===== src/source/core_ctrl_pkg.sv =====
`default_nettype none

package core_ctrl_pkg;

    // One state per phase of an instruction.
    typedef enum logic [2:0] {
        FETCH     = 3'd0,
        DECODE    = 3'd1,
        EXECUTE   = 3'd2,
        MEMORY    = 3'd3,
        WRITEBACK = 3'd4
    } ctrl_state_t;

    localparam int TRACE_WE_W = 4;

endpackage

`default_nettype wire


===== src/source/la32_isa_pkg.sv =====
`default_nettype none

package la32_isa_pkg;

    typedef logic [31:0] word_t;
    typedef logic [4:0]  reg_idx_t;
    typedef logic [11:0] alu_op_t;

    // Register fields inside the instruction word.
    localparam int RD_LSB = 0;
    localparam int RJ_LSB = 5;
    localparam int RK_LSB = 10;

    // Bit positions in the one-hot ALU operation.
    localparam int ALU_ADD  = 0;
    localparam int ALU_SUB  = 1;
    localparam int ALU_SLT  = 2;
    localparam int ALU_SLTU = 3;
    localparam int ALU_AND  = 4;
    localparam int ALU_NOR  = 5;
    localparam int ALU_OR   = 6;
    localparam int ALU_XOR  = 7;
    localparam int ALU_SLL  = 8;
    localparam int ALU_SRL  = 9;
    localparam int ALU_SRA  = 10;
    localparam int ALU_LUI  = 11;

    // Branch kinds.
    localparam logic [1:0] BR_NONE   = 2'd0;
    localparam logic [1:0] BR_EQ     = 2'd1;
    localparam logic [1:0] BR_NE     = 2'd2;
    localparam logic [1:0] BR_ALWAYS = 2'd3;

endpackage

`default_nettype wire


===== src/source/alu.sv =====
`default_nettype none
`timescale 1ns/10ps

module alu (
    input  wire la32_isa_pkg::alu_op_t   alu_op,
    input  wire la32_isa_pkg::word_t     alu_src1,
    input  wire la32_isa_pkg::word_t     alu_src2,
    output la32_isa_pkg::word_t          alu_result
);
    la32_isa_pkg::word_t add_res;
    la32_isa_pkg::word_t sub_res;
    la32_isa_pkg::word_t slt_res;
    la32_isa_pkg::word_t sltu_res;
    la32_isa_pkg::word_t sra_res;
    logic [4:0]          shamt;

    assign shamt    = alu_src2[4:0];
    assign add_res  = alu_src1 + alu_src2;
    assign sub_res  = alu_src1 - alu_src2;
    assign slt_res  = {31'b0, $signed(alu_src1) < $signed(alu_src2)};
    assign sltu_res = {31'b0, alu_src1 < alu_src2};
    assign sra_res  = $signed(alu_src1) >>> shamt;

    // One-hot select.
    assign alu_result =
          ({32{alu_op[la32_isa_pkg::ALU_ADD]}}  & add_res)
        | ({32{alu_op[la32_isa_pkg::ALU_SUB]}}  & sub_res)
        | ({32{alu_op[la32_isa_pkg::ALU_SLT]}}  & slt_res)
        | ({32{alu_op[la32_isa_pkg::ALU_SLTU]}} & sltu_res)
        | ({32{alu_op[la32_isa_pkg::ALU_AND]}}  & (alu_src1 & alu_src2))
        | ({32{alu_op[la32_isa_pkg::ALU_NOR]}}  & ~(alu_src1 | alu_src2))
        | ({32{alu_op[la32_isa_pkg::ALU_OR]}}   & (alu_src1 | alu_src2))
        | ({32{alu_op[la32_isa_pkg::ALU_XOR]}}  & (alu_src1 ^ alu_src2))
        | ({32{alu_op[la32_isa_pkg::ALU_SLL]}}  & (alu_src1 << shamt))
        | ({32{alu_op[la32_isa_pkg::ALU_SRL]}}  & (alu_src1 >> shamt))
        | ({32{alu_op[la32_isa_pkg::ALU_SRA]}}  & sra_res)
        | ({32{alu_op[la32_isa_pkg::ALU_LUI]}}  & alu_src2);

    // Decoder must never raise two operations at once.
    always_comb begin
        assert final ($onehot0(alu_op))
            else $error("alu_op not one-hot: %b", alu_op);
    end

endmodule

`default_nettype wire


===== src/source/fetch_unit.sv =====
`default_nettype none
`timescale 1ns/10ps

module fetch_unit #(
    parameter la32_isa_pkg::word_t RESET_PC = 32'h1c000000
) (
    input  wire                               clk,
    input  wire                               reset,
    input  wire core_ctrl_pkg::ctrl_state_t   state,
    input  wire la32_isa_pkg::word_t          inst_sram_rdata,
    input  wire la32_isa_pkg::word_t          rj_value,
    input  wire la32_isa_pkg::word_t          rkd_value,
    input  wire la32_isa_pkg::word_t          br_offs,
    input  wire la32_isa_pkg::word_t          jirl_offs,
    input  wire la32_isa_pkg::word_t          imm,
    input  wire [1:0]                         br_kind,
    input  wire                               br_from_reg,
    input  wire                               src1_is_pc,
    input  wire                               src2_is_imm,
    output la32_isa_pkg::word_t               inst_sram_addr,
    output la32_isa_pkg::word_t               pc,
    output la32_isa_pkg::word_t               ir,
    output logic                              br_taken,
    output la32_isa_pkg::word_t               alu_src1,
    output la32_isa_pkg::word_t               alu_src2
);
    la32_isa_pkg::word_t br_target;
    la32_isa_pkg::word_t next_pc;
    logic                rj_eq_rd;

    assign inst_sram_addr = pc;

    assign rj_eq_rd = (rj_value == rkd_value);

    always_comb begin
        case (br_kind)
            la32_isa_pkg::BR_EQ:     br_taken = rj_eq_rd;
            la32_isa_pkg::BR_NE:     br_taken = !rj_eq_rd;
            la32_isa_pkg::BR_ALWAYS: br_taken = 1'b1;
            default:                 br_taken = 1'b0;
        endcase
    end

    // jirl jumps relative to rj, all others relative to the PC.
    assign br_target = br_from_reg ? rj_value + jirl_offs : pc + br_offs;
    assign next_pc   = br_taken ? br_target : pc + 32'd4;

    assign alu_src1 = src1_is_pc ? pc : rj_value;
    assign alu_src2 = src2_is_imm ? imm : rkd_value;

    always_ff @(posedge clk) begin
        if (reset) begin
            pc <= RESET_PC;
            ir <= '0;
        end else begin
            if (state == core_ctrl_pkg::DECODE) begin
                ir <= inst_sram_rdata;
            end
            // Result and PC are captured downstream in the same edge.
            if (state == core_ctrl_pkg::EXECUTE) begin
                pc <= next_pc;
            end
        end
    end

endmodule

`default_nettype wire


===== src/source/inst_decoder.sv =====
`default_nettype none
`timescale 1ns/10ps

module inst_decoder (
    input  wire la32_isa_pkg::word_t     ir,
    output la32_isa_pkg::alu_op_t        alu_op,
    output la32_isa_pkg::reg_idx_t       raddr1,
    output la32_isa_pkg::reg_idx_t       raddr2,
    output la32_isa_pkg::reg_idx_t       dest,
    output la32_isa_pkg::word_t          imm,
    output la32_isa_pkg::word_t          br_offs,
    output la32_isa_pkg::word_t          jirl_offs,
    output logic [1:0]                   br_kind,
    output logic                         br_from_reg,
    output logic                         src1_is_pc,
    output logic                         src2_is_imm,
    output logic                         is_branch_only,
    output logic                         is_mem,
    output logic                         is_load,
    output logic                         writes_reg
);
    la32_isa_pkg::reg_idx_t rd;
    la32_isa_pkg::reg_idx_t rj;
    la32_isa_pkg::reg_idx_t rk;
    logic [4:0]             funct;
    logic                   op_rr;
    logic                   op_sh;
    logic inst_add_w, inst_sub_w, inst_slt, inst_sltu;
    logic inst_nor, inst_and, inst_or, inst_xor;
    logic inst_slli_w, inst_srli_w, inst_srai_w;
    logic inst_addi_w, inst_lu12i_w, inst_ld_w, inst_st_w;
    logic inst_jirl, inst_b, inst_bl, inst_beq, inst_bne;
    logic is_alu3r, is_shift, is_link;

    assign rd    = ir[la32_isa_pkg::RD_LSB +: 5];
    assign rj    = ir[la32_isa_pkg::RJ_LSB +: 5];
    assign rk    = ir[la32_isa_pkg::RK_LSB +: 5];
    assign funct = ir[19:15];

    // Three-register and shift-immediate groups share a 12-bit prefix.
    assign op_rr = (ir[31:20] == 12'h001);
    assign op_sh = (ir[31:20] == 12'h004);

    assign inst_add_w   = op_rr && funct == 5'h00;
    assign inst_sub_w   = op_rr && funct == 5'h02;
    assign inst_slt     = op_rr && funct == 5'h04;
    assign inst_sltu    = op_rr && funct == 5'h05;
    assign inst_nor     = op_rr && funct == 5'h08;
    assign inst_and     = op_rr && funct == 5'h09;
    assign inst_or      = op_rr && funct == 5'h0a;
    assign inst_xor     = op_rr && funct == 5'h0b;
    assign inst_slli_w  = op_sh && funct == 5'h01;
    assign inst_srli_w  = op_sh && funct == 5'h09;
    assign inst_srai_w  = op_sh && funct == 5'h11;
    assign inst_addi_w  = (ir[31:22] == 10'h00a);
    assign inst_ld_w    = (ir[31:22] == 10'h0a2);
    assign inst_st_w    = (ir[31:22] == 10'h0a6);
    assign inst_lu12i_w = (ir[31:25] == 7'h0a);
    assign inst_jirl    = (ir[31:26] == 6'h13);
    assign inst_b       = (ir[31:26] == 6'h14);
    assign inst_bl      = (ir[31:26] == 6'h15);
    assign inst_beq     = (ir[31:26] == 6'h16);
    assign inst_bne     = (ir[31:26] == 6'h17);

    assign is_alu3r = inst_add_w | inst_sub_w | inst_slt | inst_sltu
                    | inst_nor | inst_and | inst_or | inst_xor;
    assign is_shift = inst_slli_w | inst_srli_w | inst_srai_w;
    assign is_link  = inst_jirl | inst_bl;

    always_comb begin
        alu_op = '0;
        alu_op[la32_isa_pkg::ALU_ADD]  = inst_add_w | inst_addi_w | inst_ld_w | inst_st_w
                                       | is_link;
        alu_op[la32_isa_pkg::ALU_SUB]  = inst_sub_w;
        alu_op[la32_isa_pkg::ALU_SLT]  = inst_slt;
        alu_op[la32_isa_pkg::ALU_SLTU] = inst_sltu;
        alu_op[la32_isa_pkg::ALU_AND]  = inst_and;
        alu_op[la32_isa_pkg::ALU_NOR]  = inst_nor;
        alu_op[la32_isa_pkg::ALU_OR]   = inst_or;
        alu_op[la32_isa_pkg::ALU_XOR]  = inst_xor;
        alu_op[la32_isa_pkg::ALU_SLL]  = inst_slli_w;
        alu_op[la32_isa_pkg::ALU_SRL]  = inst_srli_w;
        alu_op[la32_isa_pkg::ALU_SRA]  = inst_srai_w;
        alu_op[la32_isa_pkg::ALU_LUI]  = inst_lu12i_w;
    end

    // Link instructions add 4 to the PC.
    always_comb begin
        if (is_link) begin
            imm = 32'd4;
        end else if (inst_lu12i_w) begin
            imm = {ir[24:5], 12'b0};
        end else if (is_shift) begin
            imm = {27'b0, ir[14:10]};
        end else begin
            imm = {{20{ir[21]}}, ir[21:10]};
        end
    end

    assign jirl_offs = {{14{ir[25]}}, ir[25:10], 2'b0};
    assign br_offs   = (inst_b | inst_bl) ? {{4{ir[9]}}, ir[9:0], ir[25:10], 2'b0}
                                          : jirl_offs;

    always_comb begin
        if (inst_beq) begin
            br_kind = la32_isa_pkg::BR_EQ;
        end else if (inst_bne) begin
            br_kind = la32_isa_pkg::BR_NE;
        end else if (inst_b | is_link) begin
            br_kind = la32_isa_pkg::BR_ALWAYS;
        end else begin
            br_kind = la32_isa_pkg::BR_NONE;
        end
    end

    assign br_from_reg    = inst_jirl;
    assign src1_is_pc     = is_link;
    assign src2_is_imm    = is_shift | inst_addi_w | inst_lu12i_w | inst_ld_w | inst_st_w
                          | is_link;
    assign is_branch_only = inst_b | inst_beq | inst_bne;
    assign is_mem         = inst_ld_w | inst_st_w;
    assign is_load        = inst_ld_w;
    assign writes_reg     = is_alu3r | is_shift | inst_addi_w | inst_lu12i_w | inst_ld_w
                          | is_link;

    assign raddr1 = rj;
    assign raddr2 = (inst_beq | inst_bne | inst_st_w) ? rd : rk;
    assign dest   = inst_bl ? 5'd1 : rd;

endmodule

`default_nettype wire


===== src/source/mem_writeback.sv =====
`default_nettype none
`timescale 1ns/10ps

module mem_writeback (
    input  wire                                   clk,
    input  wire                                   reset,
    input  wire core_ctrl_pkg::ctrl_state_t       state,
    input  wire la32_isa_pkg::word_t              alu_result,
    input  wire la32_isa_pkg::word_t              rkd_value,
    input  wire la32_isa_pkg::word_t              pc,
    input  wire la32_isa_pkg::reg_idx_t           dest,
    input  wire                                   is_mem,
    input  wire                                   is_load,
    input  wire                                   writes_reg,
    input  wire la32_isa_pkg::word_t              data_sram_rdata,
    output logic                                  data_sram_we,
    output la32_isa_pkg::word_t                   data_sram_addr,
    output la32_isa_pkg::word_t                   data_sram_wdata,
    output logic                                  rf_we,
    output la32_isa_pkg::reg_idx_t                rf_waddr,
    output la32_isa_pkg::word_t                   rf_wdata,
    output la32_isa_pkg::word_t                   debug_wb_pc,
    output logic [core_ctrl_pkg::TRACE_WE_W-1:0]  debug_wb_rf_we,
    output la32_isa_pkg::reg_idx_t                debug_wb_rf_wnum,
    output la32_isa_pkg::word_t                   debug_wb_rf_wdata
);
    la32_isa_pkg::word_t result_q;
    la32_isa_pkg::word_t store_q;
    la32_isa_pkg::word_t pc_q;

    // Hold the execute outputs for the later states.
    always_ff @(posedge clk) begin
        if (state == core_ctrl_pkg::EXECUTE) begin
            result_q <= alu_result;
            store_q  <= rkd_value;
            pc_q     <= pc;
        end
    end

    assign data_sram_we    = (state == core_ctrl_pkg::MEMORY) && is_mem && !is_load;
    assign data_sram_addr  = result_q;
    assign data_sram_wdata = store_q;

    // Load data arrives the cycle after MEMORY.
    assign rf_we    = (state == core_ctrl_pkg::WRITEBACK) && writes_reg;
    assign rf_waddr = dest;
    assign rf_wdata = is_load ? data_sram_rdata : result_q;

    assign debug_wb_pc       = pc_q;
    assign debug_wb_rf_we    = {core_ctrl_pkg::TRACE_WE_W{rf_we}};
    assign debug_wb_rf_wnum  = dest;
    assign debug_wb_rf_wdata = rf_wdata;

    a_store_after_exec: assert property (@(posedge clk) disable iff (reset)
        data_sram_we |-> $past(state) == core_ctrl_pkg::EXECUTE)
        else $error("data write not directly after EXECUTE");

    a_wb_after_exec_or_mem: assert property (@(posedge clk) disable iff (reset)
        rf_we |-> $past(state) inside {core_ctrl_pkg::EXECUTE, core_ctrl_pkg::MEMORY})
        else $error("register write outside WRITEBACK");

endmodule

`default_nettype wire


===== src/source/multicycle_control.sv =====
`default_nettype none
`timescale 1ns/10ps

module multicycle_control (
    input  wire                           clk,
    input  wire                           reset,
    input  wire                           is_branch_only,
    input  wire                           is_mem,
    input  wire                           is_load,
    output core_ctrl_pkg::ctrl_state_t    state
);
    core_ctrl_pkg::ctrl_state_t next_state;

    always_ff @(posedge clk) begin
        if (reset) begin
            state <= core_ctrl_pkg::FETCH;
        end else begin
            state <= next_state;
        end
    end

    always_comb begin
        case (state)
            core_ctrl_pkg::FETCH:   next_state = core_ctrl_pkg::DECODE;
            core_ctrl_pkg::DECODE:  next_state = core_ctrl_pkg::EXECUTE;
            core_ctrl_pkg::EXECUTE: begin
                if (is_branch_only) begin
                    next_state = core_ctrl_pkg::FETCH;
                end else if (is_mem) begin
                    next_state = core_ctrl_pkg::MEMORY;
                end else begin
                    next_state = core_ctrl_pkg::WRITEBACK;
                end
            end
            // Only loads carry on to write-back.
            core_ctrl_pkg::MEMORY:
                next_state = is_load ? core_ctrl_pkg::WRITEBACK : core_ctrl_pkg::FETCH;
            default: next_state = core_ctrl_pkg::FETCH;
        endcase
    end

    a_state_legal: assert property (@(posedge clk) disable iff (reset)
        state inside {core_ctrl_pkg::FETCH, core_ctrl_pkg::DECODE, core_ctrl_pkg::EXECUTE,
                      core_ctrl_pkg::MEMORY, core_ctrl_pkg::WRITEBACK})
        else $error("controller left its state set: %0d", state);

endmodule

`default_nettype wire


===== src/source/mycpu_top.sv =====
`default_nettype none
`timescale 1ns/10ps

module mycpu_top #(
    parameter la32_isa_pkg::word_t RESET_PC = 32'h1c000000
) (
    input  wire                                   clk,
    input  wire                                   reset,
    output logic                                  inst_sram_we,
    output la32_isa_pkg::word_t                   inst_sram_addr,
    output la32_isa_pkg::word_t                   inst_sram_wdata,
    input  wire la32_isa_pkg::word_t              inst_sram_rdata,
    output logic                                  data_sram_we,
    output la32_isa_pkg::word_t                   data_sram_addr,
    output la32_isa_pkg::word_t                   data_sram_wdata,
    input  wire la32_isa_pkg::word_t              data_sram_rdata,
    output la32_isa_pkg::word_t                   debug_wb_pc,
    output logic [core_ctrl_pkg::TRACE_WE_W-1:0]  debug_wb_rf_we,
    output la32_isa_pkg::reg_idx_t                debug_wb_rf_wnum,
    output la32_isa_pkg::word_t                   debug_wb_rf_wdata
);
    core_ctrl_pkg::ctrl_state_t state;
    la32_isa_pkg::word_t    pc, ir, imm, br_offs, jirl_offs;
    la32_isa_pkg::word_t    rj_value, rkd_value, alu_src1, alu_src2, alu_result;
    la32_isa_pkg::word_t    rf_wdata;
    la32_isa_pkg::reg_idx_t raddr1, raddr2, dest, rf_waddr;
    la32_isa_pkg::alu_op_t  alu_op;
    logic [1:0]             br_kind;
    logic br_from_reg, src1_is_pc, src2_is_imm;
    logic is_branch_only, is_mem, is_load, writes_reg, rf_we;

    // Instruction memory is read-only.
    assign inst_sram_we    = 1'b0;
    assign inst_sram_wdata = '0;

    multicycle_control u_ctrl (
        .clk(clk), .reset(reset), .is_branch_only(is_branch_only),
        .is_mem(is_mem), .is_load(is_load), .state(state)
    );

    fetch_unit #(.RESET_PC(RESET_PC)) u_fetch (
        .clk(clk), .reset(reset), .state(state), .inst_sram_rdata(inst_sram_rdata),
        .rj_value(rj_value), .rkd_value(rkd_value), .br_offs(br_offs),
        .jirl_offs(jirl_offs), .imm(imm), .br_kind(br_kind), .br_from_reg(br_from_reg),
        .src1_is_pc(src1_is_pc), .src2_is_imm(src2_is_imm),
        .inst_sram_addr(inst_sram_addr), .pc(pc), .ir(ir), .br_taken(),
        .alu_src1(alu_src1), .alu_src2(alu_src2)
    );

    inst_decoder u_dec (
        .ir(ir), .alu_op(alu_op), .raddr1(raddr1), .raddr2(raddr2), .dest(dest),
        .imm(imm), .br_offs(br_offs), .jirl_offs(jirl_offs), .br_kind(br_kind),
        .br_from_reg(br_from_reg), .src1_is_pc(src1_is_pc), .src2_is_imm(src2_is_imm),
        .is_branch_only(is_branch_only), .is_mem(is_mem), .is_load(is_load),
        .writes_reg(writes_reg)
    );

    reg_file u_rf (
        .clk(clk), .raddr1(raddr1), .raddr2(raddr2), .we(rf_we), .waddr(rf_waddr),
        .wdata(rf_wdata), .rdata1(rj_value), .rdata2(rkd_value)
    );

    alu u_alu (
        .alu_op(alu_op), .alu_src1(alu_src1), .alu_src2(alu_src2), .alu_result(alu_result)
    );

    mem_writeback u_mwb (
        .clk(clk), .reset(reset), .state(state), .alu_result(alu_result),
        .rkd_value(rkd_value), .pc(pc), .dest(dest), .is_mem(is_mem), .is_load(is_load),
        .writes_reg(writes_reg), .data_sram_rdata(data_sram_rdata),
        .data_sram_we(data_sram_we), .data_sram_addr(data_sram_addr),
        .data_sram_wdata(data_sram_wdata), .rf_we(rf_we), .rf_waddr(rf_waddr),
        .rf_wdata(rf_wdata), .debug_wb_pc(debug_wb_pc), .debug_wb_rf_we(debug_wb_rf_we),
        .debug_wb_rf_wnum(debug_wb_rf_wnum), .debug_wb_rf_wdata(debug_wb_rf_wdata)
    );

endmodule

`default_nettype wire


===== src/source/reg_file.sv =====
`default_nettype none
`timescale 1ns/10ps

module reg_file (
    input  wire                             clk,
    input  wire la32_isa_pkg::reg_idx_t     raddr1,
    input  wire la32_isa_pkg::reg_idx_t     raddr2,
    input  wire                             we,
    input  wire la32_isa_pkg::reg_idx_t     waddr,
    input  wire la32_isa_pkg::word_t        wdata,
    output la32_isa_pkg::word_t             rdata1,
    output la32_isa_pkg::word_t             rdata2
);
    la32_isa_pkg::word_t regs [32];

    always_ff @(posedge clk) begin
        if (we && waddr != '0) begin
            regs[waddr] <= wdata;
        end
    end

    // r0 is hardwired to zero.
    assign rdata1 = (raddr1 == '0) ? '0 : regs[raddr1];
    assign rdata2 = (raddr2 == '0) ? '0 : regs[raddr2];

endmodule

`default_nettype wire


===== config.mk =====
export PLATFORM = sky130hd
export DESIGN_NAME = mycpu_top
export DESIGN_NICKNAME = d
export VERILOG_FILES = /design/src/source/core_ctrl_pkg.sv /design/src/source/la32_isa_pkg.sv /design/src/source/alu.sv /design/src/source/fetch_unit.sv /design/src/source/inst_decoder.sv /design/src/source/mem_writeback.sv /design/src/source/multicycle_control.sv /design/src/source/mycpu_top.sv /design/src/source/reg_file.sv
export SDC_FILE = /design/constraint.sdc
export NUM_CORES = 2
export LEC_CHECK = 0
export ABC_AREA = 0
export BUFFER_PORTS_ARGS = -buffer_cell sky130_fd_sc_hd__buf_2
export CORE_AREA = 2 2 374 376
export DETAILED_ROUTE_END_ITERATION = 7
export DIE_AREA = 0 0 376 378
export PLACE_DENSITY = 0.66
export SLEW_MARGIN = 20
export SYNTH_ARGS = -nofsm -noshare
export SYNTH_HDL_FRONTEND = slang
export SYNTH_SLANG_ARGS = --single-unit

===== constraint.sdc =====
create_clock -name clk -period 13.3 [get_ports clk]
set_clock_uncertainty 0.05 [all_clocks]
set_input_delay 0 -clock clk [delete_from_list [all_inputs] [get_ports clk]]
set_output_delay 0 -clock clk [all_outputs]
set_load 0.02 [all_outputs]

==> metrics.md <==
| Metric | Value |
|---|---|
| CORE AREA | `139000 um^2` |
| Clock root cell | `clkbuf_16` |
| Worst-skew pair later-pin latency | `0.81 ns` |
| Area of the multi-input gates | `32600 um^2` |
| Total Wirelength | `277000 um` |
| RSZ-0062 raised after global routing | `no` |
| Peak VDD IR | `0.118 mV` |
| Initial antenna violation count | `7` |
| Logic pwr share | `28.3%` |
| Initial DRC Count | `8598` |
| CTS tree | `yes` |
| Hold Fails Final Rpt | `0` |
| Fraction of registers with async set/reset | `0%` |
| First-pass GRT wire length | `388000 um` |
| Antenna viol nets, final | `0` |
| Clk slew on worst S/H paths | `0.06 ns` |
| Slew Limit Fails | `0` |
| Site Rows | `137` |
| Internal power | `7.23 mW` |
| Synth cell types | `98` |
| Post-synthesis sequential area ratio | `50.1%` |
| Worst setup EP type | `flop` |
| Worst Setup Path Type | `reg2reg` |
| Drt drc | `0` |
| Gpl congestion | `1.01` |
| Switching part of the total power | `33.9%` |
| Clock power frac | `33.0%` |
| DP HPWL | `177000 um` |
| Hold Path Origin | `data_sram_rdata[6]` |
| F_max | `96.4 MHz` |
| Non-Filler Instances | `7921` |
| Final #Nets | `6231` |
| R2r setup slk | `2.93 ns` |
| Drt first pass iters | `7` |
| Worst setup startpoint | `u_fetch.ir[30]$_SDFFE_PP0P_` |
| Layout cells sized above 1 | `18.0%` |
| Reg-to-reg startpoint | `u_fetch.ir[30]$_SDFFE_PP0P_` |
| Area growth from synthesis to final layout | `11.3%` |
| Port bufs | `235` |
| Placed cells | `7629` |
| FF/Latch Area | `35100 um^2` |
| Starting Density | `50.5%` |
| Most frequent cells in the layout | `edfxtp_1, nand2_1, mux2i_1` |
| Status | `finished clean` |
| DR vias | `55472` |
| Crit path max fanout | `61` |
| Main synth FF type | `edfxtp_1` |
| Sw power | `3.70 mW` |
| Fin crit period | `10.37 ns` |
| Leakage | `27.6 nW` |
| Die X | `376 um` |
| Syn Inst Count | `5813` |
| Vias in the first global route | `51803` |
| Mean Syn Cell Area | `12.0 um^2` |
| Data required, critical path | `13.72 ns` |
| Routed len/inst | `35.0 um` |
| CTS H-tree lvls | `3` |
| EDFF count, synth | `1120` |
| Total power divided by cell area | `140 nW/um^2` |
| Max_cap viols | `0` |
| Sum Neg Setup Slack | `0 ns` |
| Gr usage total | `38.3%` |
| Tcrit/Tclk final | `78.0%` |
| Synth Warn # | `0` |
| Flop pwr share | `38.7%` |
| Synthesis-stage register bit count | `1192` |
| Post-CTS Setup Inserts | `0` |
| Cts bufs inserted | `121` |
| Slew @ Worst Pin | `1.22 ns` |
| Filler instances | `11441` |
| Chip height | `378 um` |
| Final setup violation count | `0` |
| Vias per inst | `7.00` |
| Hold Path Class | `in2reg` |
| Clk sink count | `1192` |
| Max-slew headroom | `18.5%` |
| Overall die area | `142000 um^2` |
| Pin count of the biggest net entering global routing | `137` |
| IO Pins | `269` |
| Remaining Overflow, GRT | `0` |
| CP startpoint kind | `flop` |
| Synth Cell Area | `70000 um^2` |
| Leading cell type in the layout, fill and taps excluded | `edfxtp_1` |
| Crit path DAT | `10.79 ns` |
| Clock Tree Buf Depth | `3` |
worst max-delay path: stages (launching register included):
cell and delay, ns:
dfxtp_1 0.44, nor4bb_1 0.84, nand3_1 0.68, o211ai_4 0.32
buf_4 0.82, buf_4 0.80, mux2i_1 0.27, mux2_2 0.17
o22a_1 0.16, o211a_1 0.39, mux2_2 0.22, buf_4 0.52
ha_1 0.38, inv_1 0.11, a21oi_1 0.06, o21ai_0 0.31
a21oi_1 0.16, o41ai_1 0.48, o21ai_0 0.23, a311o_1 0.44
a2111oi_0 0.65, nor4_1 0.24, o31ai_1 0.54, nand2b_1 0.10
a221oi_1 0.33, a31oi_1 0.07, nand4b_1 0.19
layout make-up:
cell class | count | share of cell area, %
diodes | 6 | 0.0193
clock buffers | 139 | 3.99
clock inverters | 87 | 1.35
inverters | 157 | 0.763
multi-input cells | 4075 | 41.9
flip-flops and latches | 1192 | 45.1
well taps | 1807 | 2.90
repair buffers | 458 | 3.99
synthesized netlist by cell type, types with 34 or more instances:
| master | number | share of area (%) |
|---|---|---|
| o211ai_1 | 91 | 0.98 |
| ha_1 | 156 | 2.8 |
| xor2_1 | 36 | 0.45 |
| nor2_1 | 290 | 1.6 |
| xnor2_1 | 67 | 0.84 |
| mux4_2 | 325 | 10 |
| nand3_1 | 179 | 1.3 |
| mux2_2 | 79 | 1.3 |
| dfxtp_1 | 72 | 2.1 |
| a221oi_1 | 34 | 0.43 |
| inv_1 | 153 | 0.82 |
| nor3_1 | 67 | 0.48 |
| nand2_1 | 800 | 4.3 |
| clkbuf_1 | 211 | 1.1 |
| a21oi_1 | 289 | 2.1 |
| buf_2 | 100 | 0.72 |
| o22ai_1 | 64 | 0.57 |
| nand4_1 | 45 | 0.40 |
| buf_1 | 47 | 0.25 |
| mux2i_1 | 540 | 7.7 |
| buf_4 | 67 | 0.72 |
| o21ai_0 | 177 | 1.3 |
| a21o_1 | 49 | 0.53 |
| a211oi_1 | 53 | 0.57 |
| o2111ai_1 | 46 | 0.58 |
| and3_1 | 44 | 0.39 |
| edfxtp_1 | 1120 | 48 |
through the flow:
step / area, um^2 / hold slack (ns) / util [%] / setup slack, ns / power (mW)
6_report: 77900 / 0.0256 / 56.2 / 2.93 / 10.9
3_5_place_dp: 73100 / 0.206 / 52.8 / 3.20 / 7.26
3_3_place_gp: 73100 / 0.194 / 52.8 / 3.38 / 7.25
4_1_cts: 77800 / 0.00292 / 56.2 / 3.12 / 10.8
2_1_floorplan: 70200 / 0.0860 / - / 5.79 / 6.20
5_1_grt: 77800 / 0.0459 / 56.2 / 2.33 / 11.2
sequential cells by signal, indices dropped and copies added, names as in the netlist, named ones only:
signal                  cells
u_fetch.inst_sram_addr     32
u_mwb.data_sram_wdata      32
u_mwb.debug_wb_pc          32
u_ctrl.state                3
u_mwb.data_sram_addr       32
u_rf.regs                1024
u_fetch.ir                 32
logic make-up (layout without fill, tap and decap cells):
kind of cell | after synthesis | in the layout | synth area share (%)
other cells | 1 | 71 | 0.00536
flops | 1192 | 1192 | 50.1
xor+xnor | 103 | 103 | 1.29
compound gates | 1188 | 1188 | 11.8
mux | 944 | 944 | 19.5
simple gates | 1615 | 1615 | 10.3
buf+inv | 610 | 841 | 4.11
fa+ha+maj | 160 | 160 | 2.90
power groups by stage:
stage               clock, mW  sequential, mW  combinational, mW
floorplan                   0            4.29               1.91
global placement            0            4.30               2.95
detailed placement          0            4.30               2.95
CTS                      3.62            4.22               2.99
global route             3.77            4.23               3.25
finish                   3.61            4.23               3.10
path summary, 6_finish.rpt:
path         depth (start not counted)                            endpoint
max                                 26  u_mwb.data_sram_addr[28]$_DFFE_PN_
max reg2reg                         26  u_mwb.data_sram_addr[28]$_DFFE_PN_
min                                  2          u_rf.regs[14][6]$_DFFE_PP_
min reg2reg                          2         u_fetch.ir[28]$_SDFFE_PP0P_
layer usage:
metal / track usage, % / part of all wire, %
met4: 23.3 / 7.3
met1: 49.6 / 36
met3: 9.80 / 12
met2: 58.1 / 44
met5: 0 / 0.031
timing repair:
item                      4_1_cts  5_1_grt
resized for setup               0        0
hold endpoints to repair      139        0
hold buffers                   57        0
Power figures use the tool's default switching activity.
